<file path="config.mk">
export PLATFORM = sky130hd
export DESIGN_NAME = river_scene_top
export DESIGN_NICKNAME = d
export VERILOG_FILES = /design/src/rtl/river_pkg.sv /design/src/rtl/log_field_if.sv /design/src/rtl/frame_compositor.sv /design/src/rtl/log_motion.sv /design/src/rtl/logs_gen.sv /design/src/rtl/river_scene_top.sv /design/src/rtl/vga_timing.sv
export SDC_FILE = /design/constraint.sdc
export NUM_CORES = 1
export LEC_CHECK = 0
export BUFFER_PORTS_ARGS = -buffer_cell sky130_fd_sc_hd__buf_2
export CAP_MARGIN = 20
export CELL_PAD_IN_SITES_DETAIL_PLACEMENT = 0
export CELL_PAD_IN_SITES_GLOBAL_PLACEMENT = 2
export CORE_MARGIN = 2
export CORE_UTILIZATION = 42
export CTS_BUF_LIST = sky130_fd_sc_hd__clkbuf_4 sky130_fd_sc_hd__clkbuf_8
export CTS_CLUSTER_DIAMETER = 60
export DETAILED_ROUTE_END_ITERATION = 16
export PLACE_DENSITY_LB_ADDON = 0.1
export SYNTH_ARGS = -nofsm -noshare
export SYNTH_HDL_FRONTEND = slang
export SYNTH_SLANG_ARGS = --single-unit
</file>
<file path="constraint.sdc">
create_clock -name clk -period 6.7 [get_ports clk]
set_clock_uncertainty 0.2 [all_clocks]
set_input_delay 1.34 -clock clk [delete_from_list [all_inputs] [get_ports clk]]
set_output_delay 1.34 -clock clk [all_outputs]
set_load 0.03 [all_outputs]
</file>
<file path="src/rtl/river_pkg.sv">
package river_pkg;

    typedef logic [9:0] coord_t;
    typedef logic [5:0] color_t;

    // 640x480 timing, counts in pixel clocks and lines
    localparam coord_t H_ACTIVE     = 10'd640;
    localparam coord_t H_SYNC_START = 10'd656;
    localparam coord_t H_SYNC_END   = 10'd752;
    localparam coord_t H_TOTAL      = 10'd800;

    localparam coord_t V_ACTIVE     = 10'd480;
    localparam coord_t V_SYNC_START = 10'd490;
    localparam coord_t V_SYNC_END   = 10'd492;
    localparam coord_t V_TOTAL      = 10'd525;

    // playfield geometry
    localparam coord_t BLOCK_SIZE     = 10'd32;
    localparam coord_t X_OFFSET_LEFT  = 10'd96;
    localparam coord_t X_OFFSET_RIGHT = 10'd544;
    localparam coord_t FIELD_WIDTH    = 10'd448;

    localparam int NUM_LANES     = 6;
    localparam int LOGS_PER_LANE = 3;

    localparam coord_t RIVER_TOP_Y = 10'd256;
    // first row below the river, also the top of the lower bank
    localparam coord_t RIVER_BOT_Y = RIVER_TOP_Y + coord_t'(NUM_LANES) * BLOCK_SIZE;
    localparam coord_t BANK_TOP_Y  = 10'd224;

    localparam color_t COLOR_LOG   = 6'b100010;
    localparam color_t COLOR_WATER = 6'b000011;
    localparam color_t COLOR_GRASS = 6'b001100;
    localparam color_t COLOR_BLANK = 6'b000000;

    localparam logic DIR_RIGHT = 1'b1;
    localparam logic DIR_LEFT  = 1'b0;

    // lane tables, index is the lane number
    localparam coord_t LOG_LENGTH [NUM_LANES] = '{
        10'd64, 10'd96, 10'd128, 10'd64, 10'd96, 10'd128
    };
    localparam coord_t LOG_SPACING [NUM_LANES] = '{
        10'd150, 10'd150, 10'd150, 10'd150, 10'd150, 10'd150
    };
    // pixels per frame at speed_sel of 1
    localparam coord_t LANE_SPEED [NUM_LANES] = '{
        10'd1, 10'd2, 10'd1, 10'd3, 10'd2, 10'd1
    };
    localparam logic LANE_DIR [NUM_LANES] = '{
        DIR_RIGHT, DIR_LEFT, DIR_RIGHT, DIR_LEFT, DIR_RIGHT, DIR_LEFT
    };
    localparam coord_t START_OFFSET [NUM_LANES] = '{
        10'd0, 10'd40, 10'd80, 10'd120, 10'd160, 10'd200
    };

endpackage

</file>
<file path="src/rtl/log_field_if.sv">
interface log_field_if (
    input logic clk
);

    import river_pkg::*;

    // screen x of every log, already offset by the left playfield edge
    coord_t log_x [NUM_LANES][LOGS_PER_LANE];

    // positions only move right after the frame tick, in vertical blanking
    modport motion (
        input  clk,
        output log_x
    );

    modport render (
        input clk,
        input log_x
    );

endinterface

</file>
<file path="src/rtl/frame_compositor.sv">
module frame_compositor (
    input  logic              clk,
    input  logic              rst_n,
    input  river_pkg::coord_t col,
    input  river_pkg::coord_t row,
    input  logic              active,
    input  logic              hsync_raw,
    input  logic              vsync_raw,
    input  logic              in_log,
    output river_pkg::color_t color,
    output logic              hsync,
    output logic              vsync
);

    import river_pkg::*;

    coord_t col_d;
    coord_t row_d;
    logic   active_d;
    logic   hsync_d;
    logic   vsync_d;
    logic   in_field;
    logic   in_river;
    logic   in_bank;
    color_t color_next;

    // match the one cycle of the log hit test
    always_ff @(posedge clk) begin
        col_d <= col;
        row_d <= row;
    end

    always_ff @(posedge clk or negedge rst_n) begin
        if (!rst_n) begin
            active_d <= 1'b0;
            hsync_d  <= 1'b1;
            vsync_d  <= 1'b1;
        end else begin
            active_d <= active;
            hsync_d  <= hsync_raw;
            vsync_d  <= vsync_raw;
        end
    end

    assign in_field = (col_d >= X_OFFSET_LEFT) && (col_d < X_OFFSET_RIGHT);
    assign in_river = (row_d >= RIVER_TOP_Y) && (row_d < RIVER_BOT_Y);
    // upper bank is one block, lower bank runs to the last visible line
    assign in_bank  = ((row_d >= BANK_TOP_Y) && (row_d < BANK_TOP_Y + BLOCK_SIZE)) ||
                      ((row_d >= RIVER_BOT_Y) && (row_d < V_ACTIVE));

    always_comb begin
        if (!active_d) begin
            color_next = COLOR_BLANK;
        end else if (in_log) begin
            color_next = COLOR_LOG;
        end else if (in_river && in_field) begin
            color_next = COLOR_WATER;
        end else if (in_bank && in_field) begin
            color_next = COLOR_GRASS;
        end else begin
            color_next = COLOR_BLANK;
        end
    end

    always_ff @(posedge clk or negedge rst_n) begin
        if (!rst_n) begin
            color <= COLOR_BLANK;
            hsync <= 1'b1;
            vsync <= 1'b1;
        end else begin
            color <= color_next;
            hsync <= hsync_d;
            vsync <= vsync_d;
        end
    end

endmodule

</file>
<file path="src/rtl/log_motion.sv">
module log_motion (
    input logic        clk,
    input logic        rst_n,
    input logic        frame_tick,
    input logic [1:0]  speed_sel,
    log_field_if.motion field
);

    import river_pkg::*;

    // lane offsets within the playfield, always below FIELD_WIDTH
    coord_t lane_off [NUM_LANES];
    coord_t off_next [NUM_LANES];

    always_comb begin
        coord_t step;
        coord_t sum;
        for (int n = 0; n < NUM_LANES; n++) begin
            step = LANE_SPEED[n] * coord_t'(speed_sel);
            sum  = lane_off[n] + step;
            if (LANE_DIR[n] == DIR_RIGHT) begin
                if (sum >= FIELD_WIDTH) begin
                    off_next[n] = sum - FIELD_WIDTH;
                end else begin
                    off_next[n] = sum;
                end
            end else if (lane_off[n] >= step) begin
                off_next[n] = lane_off[n] - step;
            end else begin
                // wrap from the left edge back to the right
                off_next[n] = lane_off[n] + FIELD_WIDTH - step;
            end
        end
    end

    // speed_sel only matters in the tick cycle
    always_ff @(posedge clk or negedge rst_n) begin
        if (!rst_n) begin
            for (int n = 0; n < NUM_LANES; n++) begin
                lane_off[n] <= START_OFFSET[n];
            end
        end else if (frame_tick) begin
            for (int n = 0; n < NUM_LANES; n++) begin
                lane_off[n] <= off_next[n];
            end
        end
    end

    // log k trails log 0 by k spacings; one subtraction is enough since
    // offset plus two spacings stays below twice the field width
    always_comb begin
        coord_t pos;
        for (int n = 0; n < NUM_LANES; n++) begin
            for (int k = 0; k < LOGS_PER_LANE; k++) begin
                pos = lane_off[n] + coord_t'(k) * LOG_SPACING[n];
                if (pos >= FIELD_WIDTH) begin
                    pos = pos - FIELD_WIDTH;
                end
                field.log_x[n][k] = X_OFFSET_LEFT + pos;
            end
        end
    end

endmodule

</file>
<file path="src/rtl/logs_gen.sv">
module logs_gen (
    input  logic              clk,
    input  logic              rst_n,
    input  river_pkg::coord_t col,
    input  river_pkg::coord_t row,
    log_field_if.render       field,
    output logic              in_log
);

    import river_pkg::*;

    logic   in_field;
    logic   lane_hit [NUM_LANES];
    logic   hit;

    // right edge clips logs that run past the playfield
    assign in_field = (col >= X_OFFSET_LEFT) && (col < X_OFFSET_RIGHT);

    // each lane band is tested against the three logs of that lane
    always_comb begin
        logic in_band;
        for (int n = 0; n < NUM_LANES; n++) begin
            in_band     = (row >= RIVER_TOP_Y + coord_t'(n) * BLOCK_SIZE) &&
                          (row < RIVER_TOP_Y + coord_t'(n + 1) * BLOCK_SIZE);
            lane_hit[n] = 1'b0;
            if (in_band && in_field) begin
                for (int k = 0; k < LOGS_PER_LANE; k++) begin
                    if ((col >= field.log_x[n][k]) &&
                        (col < field.log_x[n][k] + LOG_LENGTH[n])) begin
                        lane_hit[n] = 1'b1;
                    end
                end
            end
        end
    end

    // bands are disjoint, so at most one lane can hit
    always_comb begin
        hit = 1'b0;
        for (int n = 0; n < NUM_LANES; n++) begin
            hit = hit | lane_hit[n];
        end
    end

    always_ff @(posedge clk or negedge rst_n) begin
        if (!rst_n) begin
            in_log <= 1'b0;
        end else begin
            in_log <= hit;
        end
    end

endmodule

</file>
<file path="src/rtl/river_scene_top.sv">
module river_scene_top (
    input  logic       clk,
    input  logic       rst_n,
    input  logic [1:0] speed_sel,
    output logic       hsync,
    output logic       vsync,
    output logic [5:0] color
);

    import river_pkg::*;

    coord_t col;
    coord_t row;
    logic   active;
    logic   hsync_raw;
    logic   vsync_raw;
    logic   frame_tick;
    logic   in_log;

    log_field_if field_if (.clk(clk));

    vga_timing vga_timing_i (
        .clk        (clk),
        .rst_n      (rst_n),
        .col        (col),
        .row        (row),
        .active     (active),
        .hsync_raw  (hsync_raw),
        .vsync_raw  (vsync_raw),
        .frame_tick (frame_tick)
    );

    log_motion log_motion_i (
        .clk        (clk),
        .rst_n      (rst_n),
        .frame_tick (frame_tick),
        .speed_sel  (speed_sel),
        .field      (field_if.motion)
    );

    logs_gen logs_gen_i (
        .clk    (clk),
        .rst_n  (rst_n),
        .col    (col),
        .row    (row),
        .field  (field_if.render),
        .in_log (in_log)
    );

    frame_compositor frame_compositor_i (
        .clk       (clk),
        .rst_n     (rst_n),
        .col       (col),
        .row       (row),
        .active    (active),
        .hsync_raw (hsync_raw),
        .vsync_raw (vsync_raw),
        .in_log    (in_log),
        .color     (color),
        .hsync     (hsync),
        .vsync     (vsync)
    );

endmodule

</file>
<file path="src/rtl/vga_timing.sv">
module vga_timing (
    input  logic              clk,
    input  logic              rst_n,
    output river_pkg::coord_t col,
    output river_pkg::coord_t row,
    output logic              active,
    output logic              hsync_raw,
    output logic              vsync_raw,
    output logic              frame_tick
);

    import river_pkg::*;

    logic line_end;
    logic frame_end;

    assign line_end  = (col == H_TOTAL - 10'd1);
    assign frame_end = (row == V_TOTAL - 10'd1);

    always_ff @(posedge clk or negedge rst_n) begin
        if (!rst_n) begin
            col <= '0;
        end else if (line_end) begin
            col <= '0;
        end else begin
            col <= col + 10'd1;
        end
    end

    // row steps once per line
    always_ff @(posedge clk or negedge rst_n) begin
        if (!rst_n) begin
            row <= '0;
        end else if (line_end) begin
            if (frame_end) begin
                row <= '0;
            end else begin
                row <= row + 10'd1;
            end
        end
    end

    assign active = (col < H_ACTIVE) && (row < V_ACTIVE);

    // both syncs are active low
    assign hsync_raw = !((col >= H_SYNC_START) && (col < H_SYNC_END));
    assign vsync_raw = !((row >= V_SYNC_START) && (row < V_SYNC_END));

    // first pixel of the first blank line, well away from any visible row
    assign frame_tick = (col == '0) && (row == V_ACTIVE);

endmodule

</file>
---- Word-level counts from Yosys, hierarchy flattened ----
Index checks and enable logic that the tools add are counted.
storage, ports and cells
  flip-flop bits (word level) ............. 112
  output and inout port bits .............. 8
operators by class
  add/sub/neg operators ................... 83
  multiply operators ...................... 1
  magnitude comparators ................... 88
  equality and inequality tests ........... 3
  mux-type cells .......................... 54
  bitwise logic cells ..................... 5
  reduce and logical (&&, ||, !) cells .... 45
operators by type and width
  kind                                                         number
  >= comparator 10 x 9 -> 1 bit, second input constant         30
  two-way mux 10 bit                                           26
  subtractor 10 x 9 -> 10 bit, second input constant           21
  adder 7 x 10 -> 10 bit, first input constant                 18
  >= comparator 10 bit                                         18
  less-than comparator 10 bit                                  18
  adder 10 x 7 -> 10 bit, second input constant                12
  adder 10 x 8 -> 10 bit, second input constant                12
  less-than comparator 10 x 9 -> 1 bit, second input constant  11
  adder 10 x 9 -> 10 bit, second input constant                9
  logical AND 1 bit                                            41
  less-than comparator 10 bit, second input constant           4
  two-way mux 1 bit                                            24
  adder 10 x 1 -> 10 bit, second input constant                2
  adder 10 x 2 -> 10 bit                                       2
  equality test 10 bit, second input constant                  2
  >= comparator 10 x 7 -> 1 bit, second input constant         2
  subtractor 10 x 2 -> 10 bit                                  2
  subtractor 10 x 3 -> 10 bit                                  2
  subtractor 10 x 4 -> 10 bit                                  2
  two-way mux 6 bit                                            3
  adder 10 x 3 -> 10 bit                                       1
  equality test 10 x 9 -> 1 bit, second input constant         1
  >= comparator 10 bit, second input constant                  1
  other kinds (10)                                             15

---- Depth between registers and ports, before layout ----
Gate-level depths: netlist of run 1.
  word-level depth ........................ 15
  depth in mapped cells ................... 24
  mapped depth without buffers ............ 24

---- Hierarchy ----
A second synthesis of run 1 with hierarchy kept.
unflattened totals
  cell total of the unflattened synthesis .. 2,546
  area, all modules ....................... 19,852.8 µm²
modules (own cells, without submodules)
  module            instances  cells an instance  area an instance (µm²)  seq. area each (µm²)
  log_motion        1          1,488              11,279.6                1,467.7
  logs_gen          1          920                6,941.7                 25.0
  vga_timing        1          104                1,074.8                 500.5
  frame_compositor  1          34                 556.8                   430.4

---- Worst setup path after synthesis of run 1 ----
No wires, ideal clock.
  path type ............................... reg2reg
  start point ............................. register log_motion_i.lane_off[45] (netlist name)
  end point ............................... register logs_gen_i.in_log
  library setup time ...................... 124 ps
  data arrival time ....................... 4,459 ps
  required time ........................... 6,376 ps
  setup slack ............................. 1,917 ps
  stages on the path, launching flop included .. 23
  clock period less this slack ............ 4,783 ps
  path through ............................ dfstp_2 clkbuf_1 inv_1 ha_1 nor2b_1 nor2_1 xnor2_1 ha_1 inv_1 o22ai_1 xnor2_1 ha_1 nor2b_1 nand3_1 o21ai_0 a211oi_1 xor2_1 ha_1 o21ai_0 a31oi_1 a211oi_1 a311o_1 a211o_1
on the way
  word-level cells in the longest chain between the ends .. 15
  elaborated cells on any way between the ends .. 35
  classes of those cells .................. 11 x add/sub; 9 x order compare; 7 x mux; 5 x bitwise; 3 x reduce/logical
ends and longest elaborated chain
  element                                                                line                                text
  from (decl)                                                            log_motion.sv:12                    coord_t lane_off [NUM_LANES];
  from (signal, indexed assignment)                                      log_motion.sv:40                    lane_off[n] <= START_OFFSET[n];
  from (signal, indexed assignment)                                      log_motion.sv:44                    lane_off[n] <= off_next[n];
  adder 10 x 8 -> 10 bit (tied with other cells)                         log_motion.sv:55                    pos = lane_off[n] + coord_t'(k) * LOG_SPACING[n];
  subtractor 10 x 9 -> 10 bit (tied with other cells)                    log_motion.sv:57                    pos = pos - FIELD_WIDTH;
  two-way mux 10 bit or adder 7 x 10 -> 10 bit (tied branches)           log_motion.sv:56, log_motion.sv:59
  adder 7 x 10 -> 10 bit or adder 10 x 7 -> 10 bit (tied branches)       log_motion.sv:59, logs_gen.sv:29
  adder 10 x 7 -> 10 bit or less-than comparator 10 bit (tied branches)  logs_gen.sv:29                      (col < field.log_x[n][k] + LOG_LENGTH[n])) begin
  less-than comparator 10 bit or logical AND 1 bit (tied branches)       logs_gen.sv:29, logs_gen.sv:28
  logical AND 1 bit or two-way mux 1 bit (tied branches)                 logs_gen.sv:28                      if ((col >= field.log_x[n][k]) &&
  two-way mux 1 bit                                                      logs_gen.sv:28
  two-way mux 1 bit (*)                                                  logs_gen.sv:28
  two-way mux 1 bit (*)                                                  logs_gen.sv:26                      if (in_band && in_field) begin
  OR 1 bit (*) (5 in series)                                             logs_gen.sv:41                      hit = hit | lane_hit[n];
  via logs_gen_i.hit                                                     logs_gen.sv:14                      logic hit;
  to (signal assigned)                                                   logs_gen.sv:49                      in_log <= hit;
  to (decl)                                                              logs_gen.sv:7                       output logic in_log
The timed path passes the listed nets; every way through them passes the cells marked *.
A chain may end at the register's enable or synchronous reset.

---- Worst setup path in the final report of run 1 ----
  start point ............................. register log_motion_i.lane_off[5] (netlist name)
  end point ............................... register logs_gen_i.in_log
on the way
  word-level cells in the longest chain between the ends .. 11
  elaborated cells on any way between the ends .. 31
  classes of those cells .................. 11 x add/sub; 9 x order compare; 7 x mux; 1 x bitwise; 3 x reduce/logical
ends and longest elaborated chain
  element                                                                line
  adder 10 x 8 -> 10 bit (tied with other cells)                         log_motion.sv:55
  subtractor 10 x 9 -> 10 bit (tied with other cells)                    log_motion.sv:57
  two-way mux 10 bit or adder 7 x 10 -> 10 bit (tied branches)           log_motion.sv:56, log_motion.sv:59
  adder 7 x 10 -> 10 bit or adder 10 x 8 -> 10 bit (tied branches)       log_motion.sv:59, logs_gen.sv:29
  adder 10 x 8 -> 10 bit or less-than comparator 10 bit (tied branches)  logs_gen.sv:29
  less-than comparator 10 bit or logical AND 1 bit (tied branches)       logs_gen.sv:29, logs_gen.sv:28
  logical AND 1 bit or two-way mux 1 bit (tied branches)                 logs_gen.sv:28
  two-way mux 1 bit                                                      logs_gen.sv:28
  two-way mux 1 bit (*)                                                  logs_gen.sv:28
  two-way mux 1 bit (*)                                                  logs_gen.sv:26
  OR 1 bit (*)                                                           logs_gen.sv:41
  via logs_gen_i.hit                                                     logs_gen.sv:14
Marked as above.

==> results of run 1 <==
-- area by class of cell --
cell class	instances	area [um2]	area share (%)
multi-input combinational	1877	14700	77.9
inverter	182	683	3.62
timing repair buffer	25	165	0.876
clock buffer	9	124	0.657
tap	546	683	3.62
clock inverter	7	81.3	0.431
sequential	98	2430	12.9
-- cells in the mapped netlist (11+ instances only) --
cell type / n
nand2b_1: 22
nand3_1: 46
nor2b_1: 31
o21bai_1: 14
nor3_1: 51
o21a_1: 32
nor3b_1: 19
nand4_1: 29
a211oi_1: 25
xnor2_1: 156
o21ai_1: 13
fa_1: 11
inv_1: 170
a31oi_1: 29
dfrtp_1: 71
mux2i_1: 20
dfstp_2: 17
nand2_1: 156
and2_1: 13
a221oi_1: 13
o22ai_1: 14
clkbuf_1: 45
o21ai_0: 136
a21o_1: 56
ha_1: 399
nor2_1: 119
nor4_1: 17
xor2_1: 73
o211ai_1: 22
a21oi_1: 174
-- critical path: stages, from the launching register on --
cell	delay, ns
dfrtp_1	0.53
inv_1	0.36
ha_1	0.27
nor2b_1	0.23
nor2_1	0.08
xnor2_1	0.49
ha_1	0.40
nand2_1	0.08
nand2_1	0.14
mux2i_1	0.51
o21ai_0	0.17
a21boi_1	0.21
nor3_1	0.08
ha_1	0.21
xor2_1	0.16
ha_1	0.30
a2111oi_0	0.10
nand4_1	0.11
nand3_1	0.07
o311ai_0	0.42
o32ai_1	0.14
a211o_1	0.28
-- logic make-up after synthesis --
| logic type | after synthesis | synth area share [%] |
|---|---|---|
| buffers and inverters | 248 | 5.36 |
| multiplexers | 30 | 1.76 |
| AO/OA/AOI/OAI | 630 | 22.8 |
| flip-flops | 98 | 13.4 |
| AND/OR/NAND/NOR | 570 | 16.0 |
| adder cells (fa/ha/maj) | 410 | 28.8 |
| other | 1 | 0.0207 |
| XOR/XNOR | 236 | 11.8 |
-- power by group through the flow --
stage,sequential [uW],combinational (uW),clock (uW)
after CTS,596,141,488
final,596,139,467
after floorplan,605,96.9,0
after global routing,596,159,502
after detailed placement,607,141,0
after global placement,607,138,0
-- per-layer routing --
layer / vias to the layer above / share of wire [%] / GRT usage [%]
li1: 7967 / - / -
met1: 7395 / 48 / 29.5
met2: 160 / 49 / 39.3
met3: 37 / 2.0 / 2.23
met4: 0 / 1.2 / 4.47
met5: - / 0 / 0
-- flip-flops by register name, indices dropped and copies added (netlist names) --
name                         flops
frame_compositor_i.vsync         1
vga_timing_i.col                10
vga_timing_i.row                10
frame_compositor_i.col_d         5
frame_compositor_i.vsync_d       1
frame_compositor_i.color         4
logs_gen_i.in_log                1
frame_compositor_i.hsync         1
frame_compositor_i.active_d      1
frame_compositor_i.row_d         5
log_motion_i.lane_off           58
frame_compositor_i.hsync_d       1
-- final timing paths --
kind,slack (ns),end,start,cells past startpoint
setup / recovery,1.06,logs_gen_i.in_log,log_motion_i.lane_off[5],21
hold / removal,0.18,frame_compositor_i.vsync,frame_compositor_i.vsync_d,0
setup reg to reg,1.06,logs_gen_i.in_log,log_motion_i.lane_off[5],21
hold reg to reg,0.18,frame_compositor_i.vsync,frame_compositor_i.vsync_d,0
max in group asynchronous,4.40,vga_timing_i.col[5],rst_n,2
min in group asynchronous,0.58,log_motion_i.lane_off[1],rst_n,1
-- cell usage in the layout, fill, tap and decap left out, types with 31 or more instances in the layout --
cell type	count
o21ai_0	136
xor2_1	73
nor2_1	119
xnor2_1	156
nor2b_1	31
dfrtp_1	66
ha_1	399
nor3_1	51
nand2_1	156
inv_1	170
nand3_1	46
a21oi_1	174
o21a_1	32
a21o_1	56
-- stage by stage --
stage                     worst slack, ns  instance area (um2)
after global routing                0.388                18900
after global placement               1.13                18700
after CTS                           0.993                18900
after floorplan                      1.92                18100
after detailed placement             1.04                18700
final                                1.06                18900
==> flow_summary.json, run 1 <==
{
  "powerDensity_nw_per_um2": 63.7,
  "swShare_pct": 33.9,
  "finalNonFillerCells": 2744,
  "fill_cells": 4331,
  "drc": 0,
  "drt-wirelength-per-cell_um": 17.8,
  "p_switching_uw": 407,
  "synth_cells": 2223,
  "dpl.cell_count": 2728,
  "intPower_uw": 795,
  "grtUsageTotal_pct": 22.3,
  "syn_nets": 2637,
  "grt_pass1_vias": 15354,
  "grt_pass1_wl_um": 80600,
  "antennaDiodeCount": 0,
  "num_rows": 76,
  "clk_path_buf_depth": 2,
  "grt_max_degree": 62,
  "detail_route.first_pass.iterations": 5,
  "timing.final.crit_share_pct": 84.1,
  "die_height_um": 212,
  "post-route-util_pct": 44.1,
  "coreArea_um2": 42800,
  "crit_type": "reg -> reg",
  "vias": 15559,
  "final.setup.tns_ns": 0,
  "p_seq_share_pct": 49.6,
  "cp-start-kind": "flop",
  "initial_utilization_pct": 42.3,
  "cts_tree": "yes",
  "hold_viol": 0,
  "cts_hold_buf": 0,
  "ir_worst_vdd_mv": 0.0902,
  "async_reset_ff_share_pct": 89.8,
  "wl_um": 48800,
  "clk_pin_slew_ns": 0.14,
  "end_kind": "flop",
  "htreeDepth": 3,
  "synth_seq_cells": 98,
  "dieArea_um2": 44700,
  "combPwrFrac_pct": 11.5,
  "synth_cell_types": 104,
  "dp_hpwl_um": 37300,
  "yosys_warnings": 0,
  "clkPwrFrac_pct": 38.9,
  "grt_overflow": 0,
  "hold_slack_ns": 0.177,
  "p_leak_uw": 0.00903,
  "avgSynthCellArea_um2": 8.14,
  "required_ns": 6.88,
  "final_layout_size_suffix_gt1_share_pct": 5.37,
  "timing.fmax_mhz": 177,
  "tightest_slew_ns": 1.10,
  "synth.top_cell.area_share_pct": 27.6,
  "drv_slew": 0,
  "hold_path.class": "reg -> reg",
  "viasPerCell": 5.67,
  "max-cap-violations": 0,
  "clk_latency_ns": 0.48,
  "ant_nets": 0,
  "drt_iter0_markers": 672,
  "synth_area_um2": 18100,
  "area_growth_pct": 4.28,
  "final-setup-viol-count": 0,
  "portBuffers": 10,
  "worstPathArrival_ns": 5.81,
  "synth_top_area_cell": "ha_1",
  "period_needed_ns": 5.64,
  "ys_top_cells_by_area": "ha_1 28%, dfrtp_1 9.8%, xnor2_1 7.6%",
  "cts_setup_buffers": 0,
  "cts-root-buf": "clkbuf_8",
  "slew_headroom_pct": 25.9,
  "grt_setup_unrepaired": "no",
  "die_w_um": 212,
  "ys_seq_area_share_pct": 13.4,
  "synth-edff-count": 0,
  "critPathMaxFanout": 10,
  "fin_nets": 2607,
  "fin_total_pwr_uw": 1200,
  "cts.sinks": 98,
  "cts_resized": 0,
  "cts_buffers": 9,
  "status": "complete, no violations",
  "synthFlopType": "dfrtp_1",
  "place.gp.congestion": 0.840,
  "ioPinCount": 12,
  "antenna_found_initial": 0
}
Power figures use the tool's default switching activity.
==> run 2, diff against run 1 <==
==> constraint.sdc (replaced) <==
create_clock -name clk -period 5.6 [get_ports clk]
set_clock_uncertainty 0.2 [all_clocks]
set_input_delay 1.12 -clock clk [delete_from_list [all_inputs] [get_ports clk]]
set_output_delay 1.12 -clock clk [all_outputs]
set_load 0.03 [all_outputs]
==> run 2 against run 1 <==
Effect of this change:
- final cell count up 0.98%
- clock-buffer cell count unchanged
- maximum frequency up 8.8%
- via count up 1.0%
- clock power up 10%
- hold slack worse by 0.0067 ns
- core utilization up 0.48 points
- die area unchanged
- design area up 1.1%
- global-route usage down 0.20 points
- highest routed layer unchanged
==> flow_summary.json, run 2 (same netlist as run 1, synthesis figures left out) <==
{
  "timing.fmax_mhz": 193,
  "hold_path.class": "reg -> reg",
  "grt_max_degree": 50,
  "cts_setup_buffers": 0,
  "cts.sinks": 98,
  "layout_commonest_cell": "ha_1",
  "largestRegisters": "log_motion_i.lane_off (58), vga_timing_i.col (10), vga_timing_i.row (10)",
  "drc": 0,
  "detail_route.first_pass.iterations": 5,
  "slew_headroom_pct": 37.6,
  "final_cell_mix": "399 x ha_1, 174 x a21oi_1, 170 x inv_1, 156 x nand2_1, 155 x xnor2_1",
  "largest_reg_flops": 58,
  "hold_slack_ns": 0.170,
  "area_growth_pct": 5.41,
  "top_usage_layer": "met2",
  "ir_worst_vdd_mv": 0.116,
  "crit_type": "reg -> reg",
  "ioPinCount": 12,
  "period_needed_ns": 5.18,
  "antenna_found_initial": 1,
  "grt_use_met3_pct": 2.70,
  "final_layout_size_suffix_gt1_share_pct": 6.56,
  "tightest_slew_ns": 0.936,
  "fin_nets": 2633,
  "end_kind": "flop",
  "status": "complete, no violations",
  "viasPerCell": 5.67,
  "cts_resized": 0,
  "grt_pass1_wl_um": 80000,
  "cts_hold_buf": 0,
  "met1_usage_pct": 29.5,
  "dp_hpwl_um": 37400,
  "dieArea_um2": 44700,
  "p_leak_uw": 0.00917,
  "drv_slew": 0,
  "clk_pin_slew_ns": 0.12,
  "cpMaxStageDelayCell": "dfstp_2",
  "num_rows": 76,
  "cts_tree": "yes",
  "timing.final.crit_share_pct": 92.5,
  "cts_buffers": 9,
  "cp-start-kind": "flop",
  "ant_nets": 0,
  "critPathMaxFanout": 10,
  "htreeDepth": 3,
  "grt_setup_unrepaired": "no",
  "fin_total_pwr_uw": 1390,
  "drt-wirelength-per-cell_um": 17.4,
  "regArea_um2": 2430,
  "crit_chain": "inv_1 -> ha_1 -> nor2b_1 -> nor2_1 -> xnor2_1 -> ha_1 -> inv_1 -> o22ai_1 -> mux2i_1 -> o221ai_1 -> o211ai_1 -> nor3_1 -> xor2_1 -> ha_1 -> o21ai_0 -> a31oi_1 -> a211oi_1 -> a311o_1 -> a211o_1",
  "powerDensity_nw_per_um2": 73.1,
  "critical-path-max-stage-delay_ns": 0.66,
  "cts-root-buf": "clkbuf_8",
  "finalNonFillerCells": 2771,
  "grt_overflow": 0,
  "clk_latency_ns": 0.45,
  "die_w_um": 212,
  "max-cap-violations": 0,
  "grtUsageTotal_pct": 22.1,
  "regMostFlops": "log_motion_i.lane_off",
  "clk_path_buf_depth": 2,
  "cpMostUsedCell": "ha_1",
  "dpl.cell_count": 2754,
  "worstPathArrival_ns": 5.32,
  "final-setup-viol-count": 0,
  "vias": 15722,
  "multi_input_area_um2": 14700,
  "drt_iter0_markers": 751,
  "final.setup.tns_ns": 0,
  "die_height_um": 212,
  "portBuffers": 10,
  "place.gp.congestion": 0.825,
  "use_met2_pct": 38.4,
  "required_ns": 5.74,
  "wl_um": 48200,
  "grt_pass1_vias": 15348,
  "fill_cells": 4291,
  "coreArea_um2": 42800,
  "hold_viol": 0,
  "initial_utilization_pct": 42.3
}
-- run 2: worst paths after layout --
check,from,to,slack (ns),cells after the start
min,frame_compositor_i.hsync_d,frame_compositor_i.hsync,0.17,0
max in group asynchronous,rst_n,vga_timing_i.col[6],3.60,2
min in group asynchronous,rst_n,log_motion_i.lane_off[44],0.53,1
min reg2reg,frame_compositor_i.hsync_d,frame_compositor_i.hsync,0.17,0
max,log_motion_i.lane_off[43],logs_gen_i.in_log,0.42,19
max reg2reg,log_motion_i.lane_off[43],logs_gen_i.in_log,0.42,19
-- run 2: through the flow --
| stage | setup WS, ns | util [%] | area, um2 |
|---|---|---|---|
| 3_5_place_dp | 0.291 | 44.1 | 18900 |
| 4_1_cts | 0.246 | 44.5 | 19100 |
| 3_3_place_gp | 0.424 | 44.1 | 18900 |
| 5_1_grt | 0.00198 | 44.6 | 19100 |
| 6_report | 0.419 | 44.6 | 19100 |
| 2_1_floorplan | 0.817 | - | 18100 |
-- run 2: power by group --
part           total (uW)  switching [uW]  internal [uW]
Combinational         165             102           63.2
Clock                 516             338            177
Sequential            713            3.88            709
Total                1390             444            950
-- run 2: final cells by class --
cell class,instances,share of cell area (%)
clock inverter,7,0.400
clock buffer,9,0.650
timing repair buffer,51,1.89
antenna,1,0.0131
tap,546,3.58
inverter,182,3.58
sequential,98,12.7
multi-input combinational,1877,77.1
-- run 2: worst max-delay path, delay by kind of cell, from the launching register on --
family | cells | cell delay (ns)
xor gates and xnor gates | 2 | 0.57
and+or+nand+nor | 3 | 0.35
muxes | 1 | 0.49
adders and majority gates | 3 | 0.86
AOI/OAI and AO/OA | 8 | 1.64
DFF | 1 | 0.66
buffers and inverters | 2 | 0.28
-- run 2: per-layer routing --
layer | up-vias | wire length [um]
li1 | 8052 | -
met1 | 7446 | 23400
met2 | 184 | 22900
met3 | 40 | 1190
met4 | 0 | 713
met5 | - | 0
==> run 3, diff against run 2 <==
--- a/config.mk
+++ b/config.mk
@@ -9,6 +9,7 @@
 export CAP_MARGIN = 20
 export CELL_PAD_IN_SITES_DETAIL_PLACEMENT = 0
 export CELL_PAD_IN_SITES_GLOBAL_PLACEMENT = 2
+export CORE_ASPECT_RATIO = 0.7
 export CORE_MARGIN = 2
 export CORE_UTILIZATION = 42
 export CTS_BUF_LIST = sky130_fd_sc_hd__clkbuf_4 sky130_fd_sc_hd__clkbuf_8
==> run 3 against run 2 <==
Effect of this change:
- clock-buffer cell count increased by 1
- sequential cell count did not move
- critical path depth up 2
- design area rose by 0.77%
- maximum frequency hardly changed
- die area hardly changed
- non-clock buffer count is 12 higher
- sequential share of layout area is 0.10 points lower
- critical path type unchanged
- critical endpoint unchanged
==> flow_summary.json, run 3 (same netlist as run 1, synthesis figures left out) <==
{
  "status": "complete, no violations",
  "dpl_cell_area_um2": 18900,
  "htreeDepth": 3,
  "final_layout_size_suffix_gt1_share_pct": 7.29,
  "period_needed_ns": 5.18,
  "clk_latency_ns": 0.45,
  "timing.fmax_mhz": 193,
  "hold_viol": 0,
  "cts_buffers": 9,
  "clk_path_buf_depth": 2,
  "worstPathArrival_ns": 5.33,
  "portBuffers": 10,
  "grt_pass1_wl_um": 82500,
  "cts.sinks": 98,
  "dpl.cell_count": 2766,
  "final.setup.tns_ns": 0,
  "regMostFlops": "log_motion_i.lane_off",
  "crit_type": "reg -> reg",
  "cp-start-kind": "flop",
  "ir_worst_vdd_mv": 0.131,
  "swShare_pct": 29.6,
  "slew_headroom_pct": 34.4,
  "place.gp.congestion": 0.841,
  "reg2reg_slack_ns": 0.42,
  "combPwrFrac_pct": 11.8,
  "coreArea_um2": 42400,
  "cpMostUsedCell": "ha_1",
  "finalNonFillerCells": 2789,
  "largestRegisters": "log_motion_i.lane_off (58), vga_timing_i.col (10), vga_timing_i.row (10)",
  "critPathMaxFanout": 10,
  "ant_nets": 0,
  "crit_chain": "inv_1 -> ha_1 -> a21oi_1 -> o21a_1 -> xnor2_1 -> ha_1 -> inv_1 -> o22ai_1 -> xnor2_1 -> ha_1 -> nor2b_1 -> nand3_1 -> o21ai_0 -> a211oi_1 -> xor2_1 -> ha_1 -> o21ai_0 -> a31oi_1 -> a211oi_1 -> a311o_1 -> a211o_1",
  "fin_ws_ns": 0.418,
  "vias": 15619,
  "drt-wirelength-per-cell_um": 17.7,
  "final-setup-viol-count": 0,
  "tightest_slew_ns": 0.975,
  "cts_tree": "yes",
  "p_seq_share_pct": 48.5,
  "die_height_um": 178,
  "fill_cells": 4232,
  "crit_family": "compound AO/OA/AOI/OAI gates",
  "hold_slack_ns": 0.166,
  "powerDensity_nw_per_um2": 76.3,
  "max-cap-violations": 0,
  "p_switching_uw": 434,
  "drv_slew": 0,
  "pre_cts_slack_ns": 0.212,
  "wl_um": 49300,
  "drc": 0,
  "cts-root-buf": "clkbuf_8",
  "grt_overflow": 0,
  "end_kind": "flop",
  "cts_hold_buf": 0,
  "multi_input_area_um2": 14700,
  "regArea_um2": 2430,
  "fin_nets": 2645,
  "layout_commonest_cell": "ha_1",
  "final_cell_mix": "399 x ha_1, 174 x a21oi_1, 168 x inv_1, 156 x nand2_1, 152 x xnor2_1",
  "critical-path-max-stage-delay_ns": 0.64,
  "clk_pin_slew_ns": 0.12,
  "largest_reg_flops": 58,
  "dp_hpwl_um": 37800,
  "grt_max_degree": 59,
  "hold_path.class": "reg -> reg",
  "num_rows": 63,
  "antenna_found_initial": 1,
  "grt_pass1_vias": 15415,
  "final_area_um2": 19200,
  "cpMaxStageDelayCell": "dfstp_2",
  "intPower_uw": 1030,
  "drt_iter0_markers": 985,
  "detail_route.first_pass.iterations": 5,
  "critPathBufInv": 2,
  "initial_utilization_pct": 42.7,
  "timing.final.crit_share_pct": 92.5,
  "die_w_um": 252,
  "dieArea_um2": 44800,
  "ioPinCount": 12,
  "area_growth_pct": 6.22,
  "grtUsageTotal_pct": 22.8,
  "required_ns": 5.74,
  "p_leak_uw": 0.00924,
  "viasPerCell": 5.60,
  "clkPwrFrac_pct": 39.7
}
run 3: changes by cell type in the layout (fill, tap and decap cells not counted), moves of 2 or more:
cell | previous run | this run
inv_1 | 170 | 168
bufinv_16 | 0 | 2
buf_4 | 42 | 54
xnor2_1 | 155 | 152
clkinvlp_4 | 0 | 2
xnor2_2 | 6 | 9
inv_8 | 3 | 0
run 3: final timing paths:
kind | start | end | cells past startpoint
max reg2reg | log_motion_i.lane_off[43] | logs_gen_i.in_log | 21
min reg2reg | frame_compositor_i.hsync_d | frame_compositor_i.hsync | 0
max in group asynchronous | rst_n | frame_compositor_i.vsync_d | 2
min | frame_compositor_i.hsync_d | frame_compositor_i.hsync | 0
max | log_motion_i.lane_off[43] | logs_gen_i.in_log | 21
min in group asynchronous | rst_n | log_motion_i.lane_off[29] | 1
run 3: per-stage QoR:
stage	util, %	power, uW
6_report	45.3	1470
5_1_grt	45.3	1540
4_1_cts	45.1	1490
3_5_place_dp	44.6	897
3_3_place_gp	44.6	896
2_1_floorplan	-	840
run 3: power groups by stage:
stage | clock [uW] | combinational, uW | sequential (uW)
2_1_floorplan | 0 | 116 | 724
3_3_place_gp | 0 | 171 | 725
3_5_place_dp | 0 | 172 | 725
4_1_cts | 608 | 173 | 712
5_1_grt | 632 | 198 | 712
6_report | 582 | 172 | 711
run 3: cell type report:
class,instances,area share (%)
clock inverter,6,0.469
timing repair buffer,63,2.34
inverter,182,3.58
clock buffer,10,0.684
multi-input combinational,1877,76.7
antenna,1,0.0130
tap,552,3.59
sequential,98,12.6
run 3: timing repair:
item                                    4_1_cts  5_1_grt
resized for setup                             0        9
setup buffers                                 0        6
endpoints found under the setup margin        0        1
run 3: per-layer routing:
metal  GRT usage, %  share of wire, %
met3           3.70               3.5
met2           34.2                40
met1           34.4                55
met5              0                 0
met4           3.62               1.1
